--- config.mk ---
export PLATFORM = sky130hd
export DESIGN_NAME = pcie_cfg_top
export DESIGN_NICKNAME = d
export VERILOG_FILES = /design/src/source/cfg_pkg.sv /design/src/source/cfg_shadow_if.sv /design/src/source/tl_cfg_sample.sv /design/src/source/cfg_ctrl_decode.sv /design/src/source/cfg_window_check.sv /design/src/source/pcie_cfg_top.sv
export SDC_FILE = /design/constraint.sdc
export NUM_CORES = 1
export LEC_CHECK = 0
export ABC_AREA = 1
export BUFFER_PORTS_ARGS = -buffer_cell sky130_fd_sc_hd__buf_2
export CAP_MARGIN = 20
export CORE_ASPECT_RATIO = 0.6
export CORE_MARGIN = 2
export CORE_UTILIZATION = 45
export DETAILED_ROUTE_END_ITERATION = 8
export PLACE_DENSITY = 0.68
export SETUP_SLACK_MARGIN = 0.1
export SYNTH_ARGS = -nofsm -noshare
export SYNTH_HDL_FRONTEND = slang
export SYNTH_SLANG_ARGS = --single-unit
export TNS_END_PERCENT = 100
--- constraint.sdc ---
create_clock -name pld_clk -period 3.2 [get_ports pld_clk]
set_input_delay 0.64 -clock pld_clk [delete_from_list [all_inputs] [get_ports pld_clk]]
set_output_delay 0.64 -clock pld_clk [all_outputs]
set_load 0.005 [all_outputs]
--- src/source/cfg_pkg.sv ---
`default_nettype none

package cfg_pkg;

  // ======================================================================
  // Widths of the configuration slices and shadow fields
  // ======================================================================
  typedef logic [3:0]  cfg_add_t;
  typedef logic [31:0] cfg_ctl_t;
  typedef logic [52:0] cfg_sts_t;
  typedef logic [12:0] busdev_t;
  typedef logic [31:0] csr_t;
  typedef logic [19:0] io_win_t;
  typedef logic [11:0] np_win_t;
  typedef logic [43:0] pr_win_t;
  typedef logic [23:0] tcvc_t;
  typedef logic [15:0] msi_csr_t;
  typedef logic [15:0] req_id_t;
  typedef logic [12:0] size_bytes_t;

  // Slice index as sent by the hard IP with gaps at 1, 4 and C
  typedef enum cfg_add_t {
    devctl      = 4'h0,
    linkctl     = 4'h2,
    cmd         = 4'h3,
    io_base     = 4'h5,
    io_limit    = 4'h6,
    np_window   = 4'h7,
    pr_base_lo  = 4'h8,
    pr_base_hi  = 4'h9,
    pr_limit_lo = 4'hA,
    pr_limit_hi = 4'hB,
    msi         = 4'hD,
    tcvc        = 4'hE,
    busdev      = 4'hF
  } cfg_index_e;

  // PCIe size encoding is 128 << code clamped at 4096
  function automatic size_bytes_t size_from_code(input logic [2:0] code);
    if (code >= 3'd5) begin
      return size_bytes_t'(4096);
    end
    return size_bytes_t'(13'd128 << code);
  endfunction

endpackage

`default_nettype wire

--- src/source/cfg_shadow_if.sv ---
`timescale 1ns/1ps
`default_nettype none

interface cfg_shadow_if;

  cfg_pkg::busdev_t  busdev;
  cfg_pkg::csr_t     devcsr;
  cfg_pkg::csr_t     linkcsr;
  cfg_pkg::csr_t     prmcsr;
  cfg_pkg::io_win_t  io_bas;
  cfg_pkg::io_win_t  io_lim;
  cfg_pkg::np_win_t  np_bas;
  cfg_pkg::np_win_t  np_lim;
  cfg_pkg::pr_win_t  pr_bas;
  cfg_pkg::pr_win_t  pr_lim;
  cfg_pkg::tcvc_t    tcvcmap;
  cfg_pkg::msi_csr_t msicsr;

  // Written only by the slice sampler
  modport sampler (
    output busdev, devcsr, linkcsr, prmcsr,
    output io_bas, io_lim, np_bas, np_lim, pr_bas, pr_lim,
    output tcvcmap, msicsr
  );

  // Decoder and window checker
  modport user (
    input busdev, devcsr, linkcsr, prmcsr,
    input io_bas, io_lim, np_bas, np_lim, pr_bas, pr_lim,
    input tcvcmap, msicsr
  );

endinterface

`default_nettype wire

--- src/source/tl_cfg_sample.sv ---
`timescale 1ns/1ps
`default_nettype none

module tl_cfg_sample #(
  parameter bit hip_sv = 1'b0
) (
  input  wire                    pld_clk,
  input  wire                    rstn,
  input  wire cfg_pkg::cfg_add_t tl_cfg_add,
  input  wire cfg_pkg::cfg_ctl_t tl_cfg_ctl,
  input  wire                    tl_cfg_ctl_wr,
  input  wire cfg_pkg::cfg_sts_t tl_cfg_sts,
  input  wire                    tl_cfg_sts_wr,
  cfg_shadow_if.sampler          shadow
);

  logic ctl_wr_r;
  logic ctl_wr_rr;
  logic ctl_wr_rrr;
  logic sts_wr_r;
  logic sts_wr_rr;
  logic sts_wr_rrr;
  logic ctl_take;
  logic sts_take;

  // ======================================================================
  // Write toggle synchronizers
  // ======================================================================
  always_ff @(posedge pld_clk or negedge rstn) begin
    if (!rstn) begin
      ctl_wr_r   <= 1'b0;
      ctl_wr_rr  <= 1'b0;
      ctl_wr_rrr <= 1'b0;
      sts_wr_r   <= 1'b0;
      sts_wr_rr  <= 1'b0;
      sts_wr_rrr <= 1'b0;
    end else begin
      ctl_wr_r   <= tl_cfg_ctl_wr;
      ctl_wr_rr  <= ctl_wr_r;
      ctl_wr_rrr <= ctl_wr_rr;
      sts_wr_r   <= tl_cfg_sts_wr;
      sts_wr_rr  <= sts_wr_r;
      sts_wr_rrr <= sts_wr_rr;
    end
  end

  // Either edge of a write signal is a new slice; stable data needs no strobe
  assign ctl_take = (ctl_wr_rr != ctl_wr_rrr) || hip_sv;
  assign sts_take = (sts_wr_rr != sts_wr_rrr) || hip_sv;

  // ======================================================================
  // Shadow register capture
  // ======================================================================
  always_ff @(posedge pld_clk or negedge rstn) begin
    if (!rstn) begin
      shadow.busdev  <= '0;
      shadow.devcsr  <= '0;
      shadow.linkcsr <= '0;
      shadow.prmcsr  <= '0;
      shadow.io_bas  <= '0;
      shadow.io_lim  <= '0;
      shadow.np_bas  <= '0;
      shadow.np_lim  <= '0;
      shadow.pr_bas  <= '0;
      shadow.pr_lim  <= '0;
      shadow.tcvcmap <= '0;
      shadow.msicsr  <= '0;
    end else begin
      // Reserved bits
      shadow.devcsr[31:20] <= '0;
      shadow.prmcsr[26:25] <= '0;
      shadow.prmcsr[23:16] <= '0;

      if (sts_take) begin
        shadow.devcsr[19:16]  <= tl_cfg_sts[52:49];
        shadow.linkcsr[31:16] <= tl_cfg_sts[46:31];
        shadow.prmcsr[31:27]  <= tl_cfg_sts[29:25];
        shadow.prmcsr[24]     <= tl_cfg_sts[24];
      end

      if (ctl_take) begin
        case (cfg_pkg::cfg_index_e'(tl_cfg_add))
          cfg_pkg::devctl:      shadow.devcsr[15:0]  <= tl_cfg_ctl[31:16];
          cfg_pkg::linkctl:     shadow.linkcsr[15:0] <= tl_cfg_ctl[31:16];
          cfg_pkg::cmd:         shadow.prmcsr[15:0]  <= tl_cfg_ctl[23:8];
          cfg_pkg::io_base:     shadow.io_bas        <= tl_cfg_ctl[19:0];
          cfg_pkg::io_limit:    shadow.io_lim        <= tl_cfg_ctl[19:0];
          cfg_pkg::np_window: begin
            shadow.np_bas <= tl_cfg_ctl[23:12];
            shadow.np_lim <= tl_cfg_ctl[11:0];
          end
          cfg_pkg::pr_base_lo:  shadow.pr_bas[31:0]  <= tl_cfg_ctl;
          cfg_pkg::pr_base_hi:  shadow.pr_bas[43:32] <= tl_cfg_ctl[11:0];
          cfg_pkg::pr_limit_lo: shadow.pr_lim[31:0]  <= tl_cfg_ctl;
          cfg_pkg::pr_limit_hi: shadow.pr_lim[43:32] <= tl_cfg_ctl[11:0];
          cfg_pkg::msi:         shadow.msicsr        <= tl_cfg_ctl[15:0];
          cfg_pkg::tcvc:        shadow.tcvcmap       <= tl_cfg_ctl[23:0];
          cfg_pkg::busdev:      shadow.busdev        <= tl_cfg_ctl[12:0];
          // Unused slices 1, 4 and C
          default: ;
        endcase
      end
    end
  end

endmodule

`default_nettype wire

--- src/source/cfg_ctrl_decode.sv ---
`timescale 1ns/1ps
`default_nettype none

module cfg_ctrl_decode (
  input  wire                   pld_clk,
  input  wire                   rstn,
  cfg_shadow_if.user            shadow,
  output cfg_pkg::size_bytes_t  max_payload_bytes,
  output cfg_pkg::size_bytes_t  max_read_bytes,
  output logic                  bus_master_en,
  output logic                  mem_space_en,
  output logic                  io_space_en,
  output logic                  msi_en,
  output logic [5:0]            msi_vectors,
  output cfg_pkg::req_id_t      requester_id
);

  logic [2:0] mmc_code;
  logic [5:0] vec_count;

  // Multiple message enable gives 32 vectors at most
  assign mmc_code  = shadow.msicsr[6:4];
  assign vec_count = (mmc_code >= 3'd5) ? 6'd32 : (6'd1 << mmc_code);

  always_ff @(posedge pld_clk or negedge rstn) begin
    if (!rstn) begin
      max_payload_bytes <= '0;
      max_read_bytes    <= '0;
      bus_master_en     <= 1'b0;
      mem_space_en      <= 1'b0;
      io_space_en       <= 1'b0;
      msi_en            <= 1'b0;
      msi_vectors       <= '0;
      requester_id      <= '0;
    end else begin
      // Device control sizes
      max_payload_bytes <= cfg_pkg::size_from_code(shadow.devcsr[7:5]);
      max_read_bytes    <= cfg_pkg::size_from_code(shadow.devcsr[14:12]);

      // Command register enables
      bus_master_en <= shadow.prmcsr[2];
      mem_space_en  <= shadow.prmcsr[1];
      io_space_en   <= shadow.prmcsr[0];

      msi_en      <= shadow.msicsr[0];
      msi_vectors <= vec_count;

      // Function number is always zero
      requester_id <= {shadow.busdev, 3'b000};
    end
  end

endmodule

`default_nettype wire

--- src/source/cfg_window_check.sv ---
`timescale 1ns/1ps
`default_nettype none

module cfg_window_check (
  input  wire              pld_clk,
  input  wire              rstn,
  input  wire              req_valid,
  input  wire [63:0]       req_addr,
  input  wire              req_io,
  cfg_shadow_if.user       shadow,
  output logic             hit_valid,
  output logic             hit_io,
  output logic             hit_np,
  output logic             hit_pref
);

  cfg_pkg::io_win_t addr_io;
  cfg_pkg::np_win_t addr_np;
  cfg_pkg::pr_win_t addr_pr;
  logic             in_io;
  logic             in_np;
  logic             in_pref;

  assign addr_io = req_addr[31:12];
  assign addr_np = req_addr[31:20];
  assign addr_pr = req_addr[63:20];

  // ======================================================================
  // Window compares with inclusive limits
  // ======================================================================
  assign in_io = req_io && (addr_io >= shadow.io_bas) && (addr_io <= shadow.io_lim);

  // Non-prefetchable window lives below 4 GB only
  assign in_np = !req_io && (req_addr[63:32] == 32'h0) &&
                 (addr_np >= shadow.np_bas) && (addr_np <= shadow.np_lim);

  assign in_pref = !req_io && (addr_pr >= shadow.pr_bas) && (addr_pr <= shadow.pr_lim);

  // One result per request with flags low between results
  always_ff @(posedge pld_clk or negedge rstn) begin
    if (!rstn) begin
      hit_valid <= 1'b0;
      hit_io    <= 1'b0;
      hit_np    <= 1'b0;
      hit_pref  <= 1'b0;
    end else begin
      hit_valid <= req_valid;
      hit_io    <= req_valid && in_io;
      hit_np    <= req_valid && in_np;
      hit_pref  <= req_valid && in_pref;
    end
  end

endmodule

`default_nettype wire

--- src/source/pcie_cfg_top.sv ---
`timescale 1ns/1ps
`default_nettype none

module pcie_cfg_top #(
  parameter bit hip_sv = 1'b0
) (
  input  wire                        pld_clk,
  input  wire                        rstn,
  input  wire cfg_pkg::cfg_add_t     tl_cfg_add,
  input  wire cfg_pkg::cfg_ctl_t     tl_cfg_ctl,
  input  wire                        tl_cfg_ctl_wr,
  input  wire cfg_pkg::cfg_sts_t     tl_cfg_sts,
  input  wire                        tl_cfg_sts_wr,
  input  wire                        req_valid,
  input  wire [63:0]                 req_addr,
  input  wire                        req_io,
  output wire cfg_pkg::busdev_t      cfg_busdev,
  output wire cfg_pkg::csr_t         cfg_devcsr,
  output wire cfg_pkg::csr_t         cfg_linkcsr,
  output wire cfg_pkg::csr_t         cfg_prmcsr,
  output wire cfg_pkg::msi_csr_t     cfg_msicsr,
  output wire cfg_pkg::tcvc_t        cfg_tcvcmap,
  output wire cfg_pkg::size_bytes_t  max_payload_bytes,
  output wire cfg_pkg::size_bytes_t  max_read_bytes,
  output wire                        bus_master_en,
  output wire                        mem_space_en,
  output wire                        io_space_en,
  output wire                        msi_en,
  output wire [5:0]                  msi_vectors,
  output wire cfg_pkg::req_id_t      requester_id,
  output wire                        hit_valid,
  output wire                        hit_io,
  output wire                        hit_np,
  output wire                        hit_pref
);

  cfg_shadow_if shadow ();

  tl_cfg_sample #(
    .hip_sv(hip_sv)
  ) u_sample (
    .pld_clk       (pld_clk),
    .rstn          (rstn),
    .tl_cfg_add    (tl_cfg_add),
    .tl_cfg_ctl    (tl_cfg_ctl),
    .tl_cfg_ctl_wr (tl_cfg_ctl_wr),
    .tl_cfg_sts    (tl_cfg_sts),
    .tl_cfg_sts_wr (tl_cfg_sts_wr),
    .shadow        (shadow.sampler)
  );

  cfg_ctrl_decode u_decode (
    .pld_clk           (pld_clk),
    .rstn              (rstn),
    .shadow            (shadow.user),
    .max_payload_bytes (max_payload_bytes),
    .max_read_bytes    (max_read_bytes),
    .bus_master_en     (bus_master_en),
    .mem_space_en      (mem_space_en),
    .io_space_en       (io_space_en),
    .msi_en            (msi_en),
    .msi_vectors       (msi_vectors),
    .requester_id      (requester_id)
  );

  cfg_window_check u_window (
    .pld_clk   (pld_clk),
    .rstn      (rstn),
    .req_valid (req_valid),
    .req_addr  (req_addr),
    .req_io    (req_io),
    .shadow    (shadow.user),
    .hit_valid (hit_valid),
    .hit_io    (hit_io),
    .hit_np    (hit_np),
    .hit_pref  (hit_pref)
  );

  // Raw shadow registers for the application
  assign cfg_busdev  = shadow.busdev;
  assign cfg_devcsr  = shadow.devcsr;
  assign cfg_linkcsr = shadow.linkcsr;
  assign cfg_prmcsr  = shadow.prmcsr;
  assign cfg_msicsr  = shadow.msicsr;
  assign cfg_tcvcmap = shadow.tcvcmap;

endmodule

`default_nettype wire

After elaboration in Yosys (flattened, before gate mapping)
Index checks and enable logic that the tools add are counted.
{"block": "classes", "addsub": 0, "n_mul": 0, "n_div": 0, "order_cmp": 9, "n_eq_ne": 14, "n_shift": 3, "n_mux": 7, "n_bitwise": 0, "reduce_logical": 26}
{"cell": "13-bit 2-to-1 mux", "n": 4}
{"cell": "44-bit greater-or-equal comparator", "n": 1}
{"cell": "44-bit less-or-equal comparator", "n": 1}
{"cell": "32-bit logical NOT", "n": 1}
{"cell": "4-bit equality test, second input constant", "n": 7}
{"cell": "2-bit AND reduction", "n": 13}
{"cell": "8-bit by 3-bit << shifter with 13-bit output, first input constant", "n": 2}
{"cell": "20-bit greater-or-equal comparator", "n": 1}
{"cell": "20-bit less-or-equal comparator", "n": 1}
{"cell": "4-bit by 3-bit equality test with 1-bit output, second input constant", "n": 3}
{"cell": "12-bit greater-or-equal comparator", "n": 1}
{"cell": "12-bit less-or-equal comparator", "n": 1}
{"cell": "1-bit logical AND", "n": 10}
{"cell": "3-bit greater-or-equal comparator, second input constant", "n": 3}
{"cell": "4-bit by 2-bit equality test with 1-bit output, second input constant", "n": 2}
{"cell": "6-bit 2-to-1 mux", "n": 1}
{"cell": "1-bit by 3-bit << shifter with 6-bit output, first input constant", "n": 1}
{"cell": "4-bit logical NOT", "n": 1}
{"cell": "1-bit 2-to-1 mux", "n": 2}
{"cell": "1-bit inequality test", "n": 2}
{"cell": "1-bit logical NOT", "n": 1}
{"block": "word_totals", "regBits": 338, "latch_bits": 0, "ram_bits": 0, "romBits": 0, "input_bits": 159, "output_inout_bits": 205, "n_memories": 0}

Logic depth before layout (Yosys ltp)
{"block": "logic_depth", "depth_word": 5, "ltp_mapped": 15, "ltp_nobuf": 15}

Cells and area by module
From an unflattened synthesis, not the netlist that was laid out.
{"block": "unflattened", "hier_cells": 2060, "area_unflattened_um2": 17091.4}
{"mod": "tl_cfg_sample", "n_inst": 1, "cells_per_inst": 1284, "area_per_inst_um2": 11649.9, "seq_area_each_um2": 7131.8}
{"mod": "cfg_window_check", "n_inst": 1, "cells_per_inst": 684, "area_per_inst_um2": 4287.9, "seq_area_each_um2": 100.1}
{"mod": "cfg_ctrl_decode", "n_inst": 1, "cells_per_inst": 92, "area_per_inst_um2": 1153.6, "seq_area_each_um2": 875.8}

Least setup slack after synthesis
Ideal clock, no wire load.
{"block": "synth_timing", "path_type": "input port to flip-flop", "start": "in req_addr[63]", "end": "reg u_window.hit_pref", "arrival_ns": 1.647, "required_ns": 3.086, "path_slack_ns": 1.439, "stages": 11, "n_path_buf": 0, "cell_sequence": "ha_1 -> nand2_1 -> nor2_1 -> and2_1 -> nand2_1 -> nor2_1 -> nand2_1 -> nand3_1 -> nand2_1 -> inv_1 -> nor2_1"}
{"block": "synth_via", "elab_chain_len": 4}
{"element": "from (decl)", "line_no": "pcie_cfg_top.sv:15", "text": "input wire [63:0] req_addr,"}
{"element": "44-bit greater-or-equal comparator", "line_no": "cfg_window_check.sv:37", "text": "assign in_pref = !req_io && (addr_pr >= shadow.pr_bas) && (addr_pr <= shadow.pr_lim);"}
{"element": "1-bit logical AND", "line_no": "cfg_window_check.sv:37"}
{"element": "1-bit logical AND *", "line_no": "cfg_window_check.sv:37"}
{"element": "1-bit logical AND *", "line_no": "cfg_window_check.sv:50", "text": "hit_pref <= req_valid && in_pref;"}
{"element": "to (signal assigned)", "line_no": "cfg_window_check.sv:50"}
{"element": "to (decl)", "line_no": "cfg_window_check.sv:14", "text": "output logic hit_pref"}
Mark *: on every way between the ends. The rest lies on a longest branch, timed or not.
A chain may end at the register's enable or synchronous reset.

Final worst setup path
{"block": "layout_timing", "start": "reg u_sample.ctl_wr_rr", "end": "reg u_sample.shadow.tcvcmap[5]"}
{"block": "layout_via", "elab_chain_len": 2}
{"element": "from (decl)", "line_no": "tl_cfg_sample.sv:18", "text": "logic ctl_wr_rr;"}
{"element": "from (signal assigned)", "line_no": "tl_cfg_sample.sv:39", "text": "ctl_wr_rr <= ctl_wr_r;"}
{"element": "1-bit inequality test", "line_no": "tl_cfg_sample.sv:48", "text": "assign ctl_take = (ctl_wr_rr != ctl_wr_rrr) || hip_sv;"}
{"element": "2-bit AND reduction (no line)"}
{"element": "to (signal assigned)", "line_no": "tl_cfg_sample.sv:97", "text": "cfg_pkg::tcvc: shadow.tcvcmap <= tl_cfg_ctl[23:0];"}
{"element": "to (decl)", "line_no": "cfg_shadow_if.sv:23", "text": "output tcvcmap, msicsr"}
No other way between the ends.

==> impl_results.html <==
<table>
<tr><th>Metric</th><th>Value</th></tr>
<tr><th colspan="2">Global route</th></tr>
<tr><td>Largest net degree at the start of global routing</td><td>90</td></tr>
<tr><td>Initial antenna violation count</td><td>2</td></tr>
<tr><td>Global router's overall resource usage</td><td>23.7%</td></tr>
<tr><td>Via count of the first global-routing pass</td><td>12300</td></tr>
<tr><td>GRT overflow</td><td>0</td></tr>
<tr><td>Wire length of the first global-routing pass</td><td>just under 70 mm</td></tr>
<tr><th colspan="2">CTS</th></tr>
<tr><td>Clock root buffer</td><td>sky130_fd_sc_hd__clkbuf_16</td></tr>
<tr><td>Resize count post-CTS</td><td>0</td></tr>
<tr><td>Post-CTS Setup Bufs</td><td>0</td></tr>
<tr><td>Clock latency on the worst-skew pair</td><td>0.54 ns</td></tr>
<tr><td>Number of H-tree levels</td><td>2</td></tr>
<tr><td>TritonCTS clock tree</td><td>built</td></tr>
<tr><td>Count of hold buffers inserted by post-cts repair</td><td>0</td></tr>
<tr><td>Clock-pin slew of the registers on the worst-case setup and hold paths</td><td>0.06 ns</td></tr>
<tr><td>Sinks on the clock net</td><td>between 300 and 400</td></tr>
<tr><td>TritonCTS Buffers</td><td>34</td></tr>
<tr><td>Maximum root-to-sink buffer count</td><td>3</td></tr>
<tr><th colspan="2">Finish</th></tr>
<tr><td>Synth-to-Final Area Change</td><td>17.5%</td></tr>
<tr><td>Layout cells sized above 1</td><td>20.0%</td></tr>
<tr><td>Leading cell type in the layout, fill and taps excluded</td><td>sky130_fd_sc_hd__nand2_1</td></tr>
<tr><td>Net count of the finished layout</td><td>2323</td></tr>
<tr><td>Leading cell types in the layout, fill and taps excluded</td><td>403 x sky130_fd_sc_hd__nand2_1, 324 x sky130_fd_sc_hd__dfrtp_1, 284 x sky130_fd_sc_hd__buf_2</td></tr>
<tr><td>Diode count</td><td>0</td></tr>
<tr><td>Finished Core Util</td><td>between 50% and 60%</td></tr>
<tr><th colspan="2">Worst setup path</th></tr>
<tr><td>Slowest cell on crit path</td><td>sky130_fd_sc_hd__nand2_1</td></tr>
<tr><td>Buf/Inv on CP</td><td>2</td></tr>
<tr><td>Cell-by-cell trace of the critical path</td><td>xor2_2, buf_4, nand2_1, buf_4, nand2_1, o21ai_0</td></tr>
<tr><td>Startpoint type of the worst setup path</td><td>flip-flop</td></tr>
<tr><td>Maximum cell stage delay along the critical path</td><td>0.44 ns</td></tr>
<tr><td>Category of cells accounting for the largest share of critical-path delay</td><td>buffers and inverters</td></tr>
<tr><td>Endpoint type of the worst setup path</td><td>flip-flop</td></tr>
<tr><td>Logic depth of the worst path, buffers included</td><td>6</td></tr>
<tr><td>Class of the most critical setup path</td><td>reg2reg</td></tr>
<tr><td>Largest driver fanout on the critical path</td><td>20</td></tr>
<tr><td>Critical Path RT</td><td>3.59 ns</td></tr>
<tr><td>Data arrival time at the worst-slack endpoint</td><td>2.35 ns</td></tr>
<tr><td>Count of cells along the worst register-to-register path</td><td>6</td></tr>
<tr><th colspan="2">Power</th></tr>
<tr><td>Leakage power</td><td>0.0101 uW</td></tr>
<tr><td>Worst voltage drop across the vdd grid</td><td>around 0.42 mV</td></tr>
<tr><td>Pwr dens</td><td>just under 700 nW/um^2</td></tr>
<tr><td>Overall power consumption</td><td>13100 uW</td></tr>
<tr><th colspan="2">Synthesis</th></tr>
<tr><td>Number of instances in the synthesized netlist</td><td>1736</td></tr>
<tr><td>Top flip-flop cell by instance count after synthesis</td><td>sky130_fd_sc_hd__dfrtp_1</td></tr>
<tr><td>Yosys cell types</td><td>33</td></tr>
<tr><td>Async S/R FF share, synth</td><td>100%</td></tr>
<tr><td>Post-synth EDFFs</td><td>0</td></tr>
<tr><td>Post-Syn Area per Cell</td><td>9.24 um^2</td></tr>
<tr><td>Flip-flop and latch count after synthesis</td><td>between 300 and 400</td></tr>
<tr><td>Netlist area before placement</td><td>16000 um^2</td></tr>
<tr><td>Synthesis Warnings</td><td>0</td></tr>
<tr><td>Portion of the post-synthesis area used by sequential elements</td><td>50.5%</td></tr>
<tr><th colspan="2">Timing</th></tr>
<tr><td>Relative slew slack</td><td>between 40 and 50%</td></tr>
<tr><td>Final Hold Fails</td><td>0</td></tr>
<tr><td>Tcrit/Tclk final</td><td>61.3%</td></tr>
<tr><td>RSZ-0062 raised after global routing</td><td>no</td></tr>
<tr><td>Worst clock skew</td><td>about 0.026 ns</td></tr>
<tr><td>Time the worst path needs with I/O delays and setup</td><td>approximately 2 ns</td></tr>
<tr><td>Total of endpoints with negative setup slack in the final report</td><td>0</td></tr>
<tr><td>Number of pins with negative max-slew slack in the final report</td><td>0</td></tr>
<tr><td>Slew at the pin closest to its max-slew limit</td><td>0.830 ns</td></tr>
<tr><td>Final total negative setup slack</td><td>0 ns</td></tr>
<tr><td>Max Fclk</td><td>510 MHz</td></tr>
<tr><th colspan="2">Die</th></tr>
<tr><td>Die X</td><td>roughly 250 um</td></tr>
<tr><td>Vertical die dimension</td><td>around 150 um</td></tr>
<tr><td>Io pins</td><td>approximately 360</td></tr>
<tr><td>Core area</td><td>between 30000 and 40000 um^2</td></tr>
<tr><td>Die Footprint</td><td>37200 um^2</td></tr>
<tr><td>Initial standard-cell utilization of the core</td><td>45.7%</td></tr>
<tr><td>Site row count</td><td>53</td></tr>
<tr><th colspan="2">Placement</th></tr>
<tr><td>DP HPWL</td><td>31.8 mm</td></tr>
<tr><td>Final Wtd Congestion</td><td>0.851</td></tr>
<tr><td>Port Buffers</td><td>285</td></tr>
<tr><th colspan="2">Route</th></tr>
<tr><td>Detailed-routing iteration count for the pre-antenna-repair pass</td><td>5</td></tr>
<tr><td>Total wire length after detailed routing</td><td>43.8 mm</td></tr>
<tr><td>Number of nets still failing antenna checks after routing</td><td>0</td></tr>
<tr><td>Number of violations reported at the end of detailed-routing iteration 0</td><td>roughly 940</td></tr>
<tr><td>Per-cell via count in the routed design</td><td>5.03</td></tr>
<tr><td>Routed WL per cell</td><td>17.5 um</td></tr>
<tr><td>Via count</td><td>~13000</td></tr>
<tr><td>Residual DRC count</td><td>0</td></tr>
<tr><th colspan="2">Job</th></tr>
<tr><td>Count of max-cap constraint violations</td><td>0</td></tr>
<tr><th colspan="2">Run status</th></tr>
<tr><td>Status</td><td>finished, final reports clean</td></tr>
<tr><th colspan="2">Worst hold path</th></tr>
<tr><td>Min-Delay Path Class</td><td>in2async</td></tr>
</table>
==> routing by layer <==
metal	routed length, um	track usage, %	vias to the layer above
li1	-	-	6091
met1	20800	35.3	6077
met2	19200	35.3	345
met3	2760	4.56	75
met4	1030	6.38	0
met5	0	0	-
==> stage by stage <==
| stage | std cells | setup slack (ns) | hold WS, ns | area [um^2] |
|---|---|---|---|---|
| after floorplan | 1774 | 1.44 | 0.331 | 16200 |
| after global placement | 2443 | 1.01 | 0.334 | 17600 |
| after detailed placement | 2443 | 0.999 | 0.340 | 17600 |
| after CTS | 2505 | 1.24 | 0.160 | 18900 |
| after global routing | 2505 | 1.06 | 0.200 | 18900 |
| final | 2505 | 1.24 | 0.127 | 18900 |
==> registers in the layout, indices dropped and copies added (netlist names), 12 cells and up <==
name / count
u_sample.shadow.pr_bas: 44
u_sample.shadow.pr_lim: 44
u_sample.shadow.linkcsr: 32
u_sample.shadow.tcvcmap: 24
u_sample.shadow.prmcsr: 22
u_sample.shadow.devcsr: 20
u_sample.shadow.io_bas: 20
u_sample.shadow.io_lim: 20
u_sample.shadow.msicsr: 16
u_decode.requester_id: 13
u_sample.shadow.busdev: 13
u_sample.shadow.np_bas: 12
u_sample.shadow.np_lim: 12
==> Yosys cell counts (2+ instances only) <==
cell type,count,area (um^2)
sky130_fd_sc_hd__o21a_1,6,45.0
sky130_fd_sc_hd__mux2_2,25,282
sky130_fd_sc_hd__buf_4,49,368
sky130_fd_sc_hd__a21o_1,3,22.5
sky130_fd_sc_hd__nand2_2,2,12.5
sky130_fd_sc_hd__nor3_1,13,65.1
sky130_fd_sc_hd__dfrtp_1,324,8110
sky130_fd_sc_hd__buf_2,15,75.1
sky130_fd_sc_hd__nand2_8,2,40.0
sky130_fd_sc_hd__nor2_1,73,274
sky130_fd_sc_hd__nand2_1,403,1510
sky130_fd_sc_hd__o21ai_2,14,123
sky130_fd_sc_hd__o21ai_1,187,936
sky130_fd_sc_hd__ha_1,152,1900
sky130_fd_sc_hd__nand2_4,6,67.6
sky130_fd_sc_hd__buf_6,20,225
sky130_fd_sc_hd__nor4_1,6,37.5
sky130_fd_sc_hd__o21ai_0,66,330
sky130_fd_sc_hd__nand3_1,20,100
sky130_fd_sc_hd__a21oi_1,66,330
sky130_fd_sc_hd__o21bai_1,2,15.0
sky130_fd_sc_hd__xor2_2,2,32.5
sky130_fd_sc_hd__clkbuf_1,9,33.8
sky130_fd_sc_hd__inv_1,242,908
sky130_fd_sc_hd__nand4_1,21,131
==> final timing paths <==
path	startpoint	end	slack, ns
worst max register to register	u_sample.ctl_wr_rr	u_sample.shadow.tcvcmap[5]	1.24
worst min-delay path	rstn	u_sample.shadow.io_lim[0]	0.13
worst max-delay path	u_sample.ctl_wr_rr	u_sample.shadow.tcvcmap[5]	1.24
min in group pld_clk	tl_cfg_sts_wr	u_sample.sts_wr_r	0.23
max in group asynchronous	rstn	u_sample.shadow.linkcsr[28]	2.21
worst min register to register	u_sample.ctl_wr_r	u_sample.ctl_wr_rr	0.35
==> worst register-to-register path, stage by stage (launching register included) <==
cell and delay (ns):
sky130_fd_sc_hd__dfrtp_1 0.43, sky130_fd_sc_hd__xor2_2 0.14, sky130_fd_sc_hd__buf_4 0.32, sky130_fd_sc_hd__nand2_1 0.45
sky130_fd_sc_hd__buf_4 0.35, sky130_fd_sc_hd__nand2_1 0.06, sky130_fd_sc_hd__o21ai_0 0.08
==> cell type report <==
type | count | area (um^2)
Timing Repair Buffer | 296 | 1580
Multi-Input combinational cell | 1114 | 6450
Sequential cell | 324 | 8110
Clock buffer | 40 | 913
Clock inverter | 22 | 309
Inverter | 242 | 908
Fill cell | 3231 | 16200
Tap cell | 467 | 584
==> where the power goes <==
group          switching, uW  total, uW  internal (uW)  leakage [uW]
Combinational           1800       3180           1370       0.00537
Sequential               515       5540           5020       0.00410
Clock                   1720       4340           2630      0.000604
Total                   4030      13100           9020        0.0101
==> cell families after synthesis <==
| kind of cell | Yosys count | share of synthesized area, % |
|---|---|---|
| xor+xnor | 2 | 0.203 |
| flops | 324 | 50.5 |
| buf+inv | 336 | 10.2 |
| fa+ha+maj | 152 | 11.9 |
| other cells | 1 | 0.0234 |
| simple gates | 549 | 14.1 |
| compound gates | 346 | 11.3 |
| mux | 26 | 1.82 |
Power figures use the tool's default switching activity.
